**src/hw/predec_cfg.svh**
```systemverilog
`ifndef PREDEC_CFG_SVH
`define PREDEC_CFG_SVH

// *************************************************************************
// bundle geometry
// *************************************************************************

`define PARCEL_COUNT   15 // parcels per bundle
`define PARCEL_WIDTH   16 // bits per parcel
`define WINDOW_PARCELS 4  // 64 bit window

// *************************************************************************
// output lists
// *************************************************************************

`define SLOT_COUNT     12 // instruction slots
`define JUMP_COUNT     4  // jump slots
`define OFF_WIDTH      4  // parcel offset

`endif

```
**src/hw/predec_pkg.sv**
```systemverilog
`include "predec_cfg.svh"

package predecPkg;

  // one 256 bit bundle, parcel 0 in the low bits
  typedef struct packed {
    logic                                       spare;   // bit 255, ignored
    logic [`PARCEL_COUNT-1:0]                   endBits; // bits 254:240
    logic [`PARCEL_COUNT-1:0][`PARCEL_WIDTH-1:0] parcels; // bits 239:0
  } bundleT;

  typedef struct packed {
    logic indir;
    logic jump;
    logic alu;
    logic shift;
    logic mul;
    logic load;
    logic store;
    logic fpu;
    logic sys;
  } classT;

  typedef struct packed {
    logic [`WINDOW_PARCELS*`PARCEL_WIDTH-1:0] window;
    logic [`OFF_WIDTH-1:0]                    off;        // start parcel
    logic [`WINDOW_PARCELS-1:0]               lengthCode; // bit 0 set = long form
    classT                                    cls;
  } slotT;

  // stage 1 register
  typedef struct packed {
    logic [`PARCEL_COUNT-1:0][`PARCEL_WIDTH-1:0] parcels;
    logic [`PARCEL_COUNT-1:0]                   startMask;
    logic [`PARCEL_COUNT-1:0]                   jumpMask;
    slotT [`PARCEL_COUNT-1:0]                   slots; // one per parcel
    logic                                       error;
  } scanT;

  typedef struct packed {
    slotT [`SLOT_COUNT-1:0] slots;
    logic [`SLOT_COUNT-1:0] slotEn;
    slotT [`JUMP_COUNT-1:0] jumps;
    logic [`JUMP_COUNT-1:0] jumpEn;
    logic                   error;
    logic                   jumpOverflow;
  } predecOutT;

endpackage

```
**src/hw/predecClass.sv**
```systemverilog
`timescale 1ns/1ns

module predecClass import predecPkg::*; (
  input  logic [31:0] window,
  input  logic        longForm,
  output classT       cls
);

  logic [7:0] opcode;
  logic [5:0] shortOp;
  logic [2:0] jumpSub;
  classT      longCls;
  classT      shortCls;

  assign opcode  = window[7:0];
  assign shortOp = window[5:0];
  assign jumpSub = window[15:13]; // kind of opcode 182

  // *************************************************************************
  // long form, main opcode
  // *************************************************************************

  always_comb begin
    longCls = '0;
    case (opcode) inside
      [8'd0:8'd31]: begin
        longCls.alu = ~opcode[2];
        longCls.mul = opcode[2]; // bit 2 picks the multiplier
      end
      [8'd40:8'd45]: begin
        longCls.shift = 1'b1;
      end
      [8'd46:8'd53]: begin
        longCls.alu = 1'b1; // compare and test
      end
      [8'd64:8'd127]: begin
        longCls.load  = ~opcode[0];
        longCls.store = opcode[0];
      end
      [8'd160:8'd175]: begin
        longCls.jump = 1'b1; // cond jump, flags via alu
        longCls.alu  = 1'b1;
      end
      8'd180, 8'd181: begin
        longCls.jump = 1'b1;
      end
      8'd182: begin
        case (jumpSub)
          3'd0, 3'd3: begin
            longCls.jump  = 1'b1; // indirect and return
            longCls.indir = 1'b1;
          end
          3'd1, 3'd2: begin
            longCls.jump  = 1'b1; // call pushes the link
            longCls.store = 1'b1;
          end
          default: begin
            longCls = '0;
          end
        endcase
      end
      8'd240: begin
        longCls.fpu = 1'b1;
      end
      8'd255: begin
        longCls.sys = 1'b1;
      end
      default: begin
        longCls = '0;
      end
    endcase
  end

  // *************************************************************************
  // short form, 6 bit opcode
  // *************************************************************************

  always_comb begin
    shortCls = '0;
    case (shortOp) inside
      [6'd0:6'd19]: begin
        shortCls.alu = 1'b1;
      end
      [6'd48:6'd51]: begin
        shortCls.jump = 1'b1; // short cond jump
        shortCls.alu  = 1'b1;
      end
      default: begin
        shortCls = '0;
      end
    endcase
  end

  assign cls = longForm ? longCls : shortCls;

endmodule

```
**src/hw/parcelScan.sv**
```systemverilog
`timescale 1ns/1ns
`include "predec_cfg.svh"

module parcelScan import predecPkg::*; (
  input  logic                  clk,
  input  logic                  reset,
  input  bundleT                inBundle,
  input  logic [`OFF_WIDTH-1:0] inStartOff,
  input  logic                  inValid,
  output logic                  inReady,
  output scanT                  scanData,
  output logic                  scanValid,
  input  logic                  scanReady
);

  localparam int EXT_PARCELS = `PARCEL_COUNT + `WINDOW_PARCELS - 1;

  logic [EXT_PARCELS-1:0][`PARCEL_WIDTH-1:0] extParcels;
  logic [EXT_PARCELS-1:0]                    extEnds;
  logic [`PARCEL_COUNT-1:0]                  prevEnd;
  logic [`PARCEL_COUNT-1:0]                  startMask;
  logic [`PARCEL_COUNT-1:0]                  jumpMask;
  classT [`PARCEL_COUNT-1:0]                 clsVec;
  scanT                                      scanNext;

  // parcels past 14 read as zero
  assign extParcels = {{((`WINDOW_PARCELS-1)*`PARCEL_WIDTH){1'b0}}, inBundle.parcels};
  assign extEnds    = {{(`WINDOW_PARCELS-1){1'b0}}, inBundle.endBits};
  assign prevEnd    = {inBundle.endBits[`PARCEL_COUNT-2:0], 1'b1}; // parcel -1 always ended

  // *************************************************************************
  // starts and per-parcel class
  // *************************************************************************

  for (genvar k = 0; k < `PARCEL_COUNT; k++) begin : gParcel
    assign startMask[k] = prevEnd[k] && (`OFF_WIDTH'(k) >= inStartOff);
    assign jumpMask[k]  = startMask[k] && clsVec[k].jump;

    predecClass uClass (
      .window  (extParcels[k +: 2]),
      .longForm(~inBundle.endBits[k]),
      .cls     (clsVec[k])
    );
  end

  always_comb begin
    scanNext.parcels   = inBundle.parcels;
    scanNext.startMask = startMask;
    scanNext.jumpMask  = jumpMask;
    for (int k = 0; k < `PARCEL_COUNT; k++) begin
      scanNext.slots[k].window     = extParcels[k +: `WINDOW_PARCELS];
      scanNext.slots[k].off        = `OFF_WIDTH'(k);
      scanNext.slots[k].lengthCode = ~extEnds[k +: `WINDOW_PARCELS];
      scanNext.slots[k].cls        = clsVec[k];
    end
    scanNext.error = (inStartOff == {`OFF_WIDTH{1'b1}}) ||
                     ($countones(startMask) > `SLOT_COUNT); // bad offset or too many
  end

  // *************************************************************************
  // stage 1 register
  // *************************************************************************

  assign inReady = !scanValid || scanReady;

  always_ff @(posedge clk) begin
    if (reset) begin
      scanValid <= 1'b0;
    end else if (inReady) begin
      scanValid <= inValid;
    end
  end

  always_ff @(posedge clk) begin
    if (inValid && inReady) begin
      scanData <= scanNext;
    end
  end

  // held while stage 2 stalls
  assert property (@(posedge clk) disable iff (reset)
    scanValid && !scanReady |=> scanValid && $stable(scanData));

endmodule

```
**config.mk**
```make
export PLATFORM = sky130hd
export DESIGN_NAME = parcelScan
export DESIGN_NICKNAME = d
export VERILOG_FILES = /design/src/hw/predec_pkg.sv /design/src/hw/predecClass.sv /design/src/hw/parcelScan.sv
export VERILOG_INCLUDE_DIRS = /design/src /design/src/hw
export SDC_FILE = /design/constraint.sdc
export NUM_CORES = 1
export LEC_CHECK = 0
export ABC_AREA = 1
export BUFFER_PORTS_ARGS = -buffer_cell sky130_fd_sc_hd__buf_2
export CELL_PAD_IN_SITES_DETAIL_PLACEMENT = 0
export CELL_PAD_IN_SITES_GLOBAL_PLACEMENT = 1
export CORE_AREA = 2 2 681 683
export DETAILED_ROUTE_END_ITERATION = 8
export DIE_AREA = 0 0 683 685
export GPL_TIMING_DRIVEN = 0
export PLACE_DENSITY_LB_ADDON = 0.2
export SYNTH_ARGS = -nofsm -noshare
export SYNTH_HDL_FRONTEND = slang
export SYNTH_HIERARCHICAL = 1
export SYNTH_SLANG_ARGS = --single-unit
```
**constraint.sdc**
```tcl
create_clock -name clk -period 71.4 [get_ports clk]
set_input_delay 14.28 -clock clk [delete_from_list [all_inputs] [get_ports clk]]
set_output_delay 14.28 -clock clk [all_outputs]
set_load 0.01 [all_outputs]
```
## Word-level counts from Yosys, hierarchy flattened

Index checks and enable logic that the tools add are counted.

| storage, ports and cells | value |
|---|---|
| register bits | 1315 |
| bits in latches | 0 |
| memory bits (writable) | 0 |
| ROM bits | 0 |
| bits of input ports | 264 |
| output and inout port bits | 1488 |
| word-level logic and storage cells | 1612 |
| memories kept | 0 |

| cells by class | value |
|---|---|
| add/subtract/negate cells | 14 |
| multipliers | 0 |
| divide/modulo/power cells | 0 |
| order comparisons | 226 |
| equal/unequal tests | 121 |
| shifts and indexed selects | 0 |
| mux-type cells | 690 |
| bitwise logic cells | 75 |
| reductions and logical operators | 303 |

Operator list:

| operator | count |
|---|---|
| two-way mux 1 bit | 615 |
| equality test 8 bit, second input constant | 75 |
| OR reduction 9 bit | 30 |
| >= comparator 8 x 6 -> 1 bit, second input constant | 30 |
| less-or-equal comparator 8 x 6 -> 1 bit, second input constant | 30 |
| OR reduction 10 bit | 15 |
| OR reduction 2 bit | 75 |
| logical AND 1 bit | 135 |
| >= comparator 8 x 1 -> 1 bit, second input constant | 15 |
| >= comparator 8 x 7 -> 1 bit, second input constant | 15 |
| >= comparator 8 bit, second input constant | 15 |
| less-or-equal comparator 8 x 5 -> 1 bit, second input constant | 15 |
| less-or-equal comparator 8 x 7 -> 1 bit, second input constant | 15 |
| less-or-equal comparator 8 bit, second input constant | 15 |
| two-way mux 2 bit | 60 |
| two-way mux 8 bit | 15 |
| OR reduction 4 bit | 30 |
| equality test 3 x 2 -> 1 bit, second input constant | 30 |
| >= comparator 6 x 1 -> 1 bit, second input constant | 15 |
| >= comparator 6 bit, second input constant | 15 |
| less-or-equal comparator 6 x 5 -> 1 bit, second input constant | 15 |
| less-or-equal comparator 6 bit, second input constant | 15 |
| NOT 1 bit | 60 |
| NOT 4 bit | 12 |
| other kinds (18) | 67 |

## Depth between registers and ports, before layout

| logic depth | value |
|---|---|
| depth in word-level cells | 12 |
| mapped depth | 18 |
| depth with buffers taken out | 17 |

## By module

Netlist, hierarchy kept.

By module, submodules not included:

| module | instances | cells each | area each (sq um) | sequential area each (sq um) |
|---|---|---|---|---|
| parcelScan | 1 | 1621 | 21420.5 | 12662.1 |
| predecClass at gParcel[0].uClass ... | 12 | 80 | 335.3 | 0.0 |
| predecClass at gParcel[13].uClass | 1 | 79 | 346.6 | 0.0 |
| predecClass at gParcel[9].uClass | 1 | 79 | 345.3 | 0.0 |
| predecClass at gParcel[8].uClass | 1 | 69 | 310.3 | 0.0 |

## Least setup slack after synthesis

No wires, ideal clock.

| path | value |
|---|---|
| path type | input to register |
| start | input inValid |
| end | register scanData[0] in the netlist's numbering, enable pin |
| setup time | 1.345 ns |
| data arrival time | 34.477 ns |
| required time | 70.055 ns |
| path slack | 35.578 ns |
| cell stages on the path | 2 |
| buffers on the path | 0 |
| path through | inv_1 -> a21oi_1 |

| between the ends | value |
|---|---|
| word-level cells in the longest chain between the ends | 1 |

Ends and longest elaborated chain:

| element | line | source |
|---|---|---|
| start, declared | parcelScan.sv:9 | `input logic inValid,` |
| logical AND 1 bit | parcelScan.sv:75 | `if (inValid && inReady) begin` |
| end signal, assigned | parcelScan.sv:76 | `scanData <= scanNext;` |
| end, declared | parcelScan.sv:11 | `output scanT scanData,` |

Every way passes these cells.
A chain may end at the register's enable or synchronous reset.

## Worst setup path after layout

| path | value |
|---|---|
| start | input scanReady |
| end | output inReady |

| between the ends | value |
|---|---|
| word-level cells in the longest chain between the ends | 1 |

Ends and longest elaborated chain:

| element | line | source |
|---|---|---|
| start, declared | parcelScan.sv:13 | `input logic scanReady` |
| logical OR 1 bit | parcelScan.sv:64 | `assign inReady = !scanValid \|\| scanReady;` |
| end, declared | parcelScan.sv:10 | `output logic inReady,` |

Every way passes these cells.

==> metrics <==
status=finished clean; Reg clk slew, reported paths=around 0.050 ns; CP Max Fanout=2; Bufs and invs on worst path=3; post-synth cell types=28; FP Rows=250; clock sinks=between 400 and 500; Gate Count Post-Synth=2808; CP delay by family, top=buffers and inverters; Total Power=around 0.00089 W; Comb pwr share=about a fifth; Top-Level Pins=~1800; Worst path depth=4; Most Frequent Cell on Critical Path=buf_2; leakage=between 20 and 25 nW; Psw=slightly below 0.0003 W; Power Density=19.45 nW/um2; first-pass iteration count of the detailed router=7; CP Cell Sequence=buf_2 > inv_1 > nand2_1 > buf_2; startpoint type of the worst setup path=input port; Post-CTS Setup Inserts=0; nets@finish=around 5000; # setup viols final=0; initial core utilization=5.732%; DIE WIDTH=slightly below 700 um; Layout area overhead=72.74%; Reg-to-Reg End=scanData[1241]; core area=around 460000 um2; Worst Tran Pin Value=around 1.1 ns; yosys warns=6; register area share after synthesis=~48%; clock buffer count from CTS=77; Worst Setup Path Type=in -> out; unrepaired setup endpoints after global routing=false; critical path arrival=between 10 and 15 ns; register bit total from synthesis=about 420; Post-Syn Area=roughly 26000 um2; gpl congestion=0.7843; endpoints failing hold=0; TNS Setup=0 ns; Max Slew Vio Count=0; CTS Buffer Depth=4; Pint=between 0.0005 and 0.0006 W; final WL=207900 um; slowest CP cell=buf_2; Final Critical Period=~29 ns; post-CTS resize count=0; Tot GR Track Use=between 8 and 9%; drt initial violations=around 1300; CTS H-tree lvls=3; period utilization=40.72%; Max-Slew Margin vs Limit=roughly 24%; layout cells sized above 1=60.25%; vias in the first global route=roughly 23000; Peak VDD IR=about 14 uV; Via-to-Cell Ratio=roughly 2.2; gr ovfl total=0; CTS tree=built; initial antenna violation count=74; Hold Buf Count CTS=0; Clk Latency, worst-skew pair=~0.83 ns; DRC viols=0; WL/cell=19.07 um; Sw Ratio=between 30% and 40%; CP peak stage delay=around 0.15 ns; synthesized area per cell=about 9.4 um2; via count=roughly 24000; die outline height=685 um; CP startpoint=scanReady; sequential power share=between 30% and 40%; Max-Cap Viols=0; largest net degree at the start of global routing=28; HPWL Detailed=~180000 um; element type at the critical path end=output pin; first-pass GRT wire length=253700 um; depth of the most critical reg-to-reg path=8; CTS root buffer=clkbuf_16; RR Startpoint=scanValid; Critical Path RT=approximately 57 ns; fill count=roughly 54000; DIE AREA=467900 um2; DRT antenna net count=0; Clock power frac=approximately 43%; reg2reg setup slack=between 60 and 70 ns; CP endpoint=inReady; IO buf count=1587; Min-Delay Path Class=reg -> reg; Max Fclk=34.40 MHz; worst clock skew=0.06495 ns
## state kept, by name, summed over array words and instances, names as in the netlist
register,count
scanData,421
scanValid,1
## cells by family (layout without fill, tap and decap cells)
kind of cell    after synthesis  in the layout  synth area share, %
buf+inv                    1378           3119                34.69
simple gates                898            898                14.60
flops                       422            422                47.88
compound gates               96             96                1.954
fa+ha+maj                    12             12               0.8516
other cells                   2            180              0.02840
## through the flow
stage | setup WS (ns) | cell area [um2] | utilization (%) | cells | hold slack, ns
after floorplan | 35.58 | 27050 | - | 2968 | 0.5770
after global placement | 16.05 | 42710 | 9.258 | 10729 | 0.4992
after detailed placement | 42.32 | 43210 | 9.366 | 10751 | 0.5341
after CTS | 42.31 | 45640 | 9.892 | 10883 | 0.5430
after global routing | 42.28 | 45640 | 9.893 | 10885 | 0.6093
final | 42.33 | 45680 | 9.901 | 10901 | 0.5413
## power groups by stage
stage | Clock [W] | Combinational [W] | Sequential [W]
after floorplan | 0 | 0.0000917 | 0.000324
after global placement | 0 | 0.000195 | 0.000348
after detailed placement | 0 | 0.000196 | 0.000325
after CTS | 0.000409 | 0.000197 | 0.000321
after global routing | 0.000412 | 0.000207 | 0.000321
final | 0.000380 | 0.000189 | 0.000318
## layer usage
| metal | vias up | part of all wire, % | global-route usage, % |
|---|---|---|---|
| met5 | - | 0.040 | 0 |
| met4 | 14 | 2.7 | 2.219 |
| met3 | 212 | 6.9 | 2.224 |
| met2 | 1086 | 53 | 15.98 |
| met1 | 11452 | 37 | 9.043 |
| li1 | 11521 | - | - |
## cell usage in the layout (no fill, tap or decap), types with 2 or more instances in the layout
cell	synthesis	routed
buf_2	0	1587
buf_4	1066	1066
edfxtp_1	421	421
nand2_1	396	396
inv_1	304	304
nor2_1	240	240
conb_1	2	162
nand3_1	138	138
clkbuf_16	0	77
nor3_1	51	51
a21oi_1	42	41
o21ai_0	39	39
nor2_2	20	20
nand4_1	19	19
diode_2	0	18
buf_12	0	16
clkinv_2	0	15
o211ai_1	13	13
nand3b_1	12	12
fa_1	10	10
clkbuf_1	0	9
inv_2	8	8
inv_6	0	8
clkinv_1	0	8
nor2_4	7	7
bufinv_16	0	7
buf_16	0	6
nand2_2	5	5
clkinvlp_4	0	4
nor4_1	3	3
nor3_2	3	3
ha_1	2	2
clkinv_8	0	2
clkinv_4	0	2
## synth_stat cells, drive strengths merged
| master | instances | area share, % |
|---|---|---|
| a21oi | 42 | 0.79 |
| nand2 | 402 | 5.8 |
| nand4 | 19 | 0.45 |
| edfxtp | 421 | 48 |
| nand3 | 139 | 2.6 |
| o211ai | 13 | 0.37 |
| nor2 | 267 | 4.2 |
| nor3 | 54 | 1.1 |
| buf | 1066 | 30 |
| o21ai | 41 | 0.79 |
| ha | 2 | 0.095 |
| fa | 10 | 0.76 |
| nor3b | 1 | 0.028 |
| nand3b | 12 | 0.34 |
| and3 | 1 | 0.024 |
| nor4 | 3 | 0.071 |
| inv | 312 | 4.4 |
| dfxtp | 1 | 0.076 |
| conb | 2 | 0.028 |
## final cells by class
class	instances	area [um2]	share of cell area, %
flip-flops and latches	422	12660	27.72
plain buffers	1066	8003	17.52
clock inverters	46	465.4	1.019
well taps	6174	7725	16.91
multi-input cells	1168	5223	11.43
clock buffers	86	1961	4.292
repair buffers	1609	8428	18.45
inverters	312	1171	2.564
diodes	18	45.04	0.09860
## worst min-delay path: cells and delay by family (launching register included)
kind	cells	cell delay [ns]
AO/OA/AOI/OAI	1	0.06
flip-flops	1	0.34
AND/OR/NAND/NOR	1	0.10
## worst min-delay path by stage
stage	endpoint	cells past startpoint	slack (ns)	from
floorplan	scanValid	2	0.58	scanValid
global placement	scanValid	2	0.50	scanValid
detailed placement	scanValid	2	0.53	scanValid
CTS	scanValid	2	0.54	scanValid
global route	scanValid	2	0.61	scanValid
finish	scanValid	2	0.54	scanValid
Note: power is estimated with default switching activity, not from simulation.
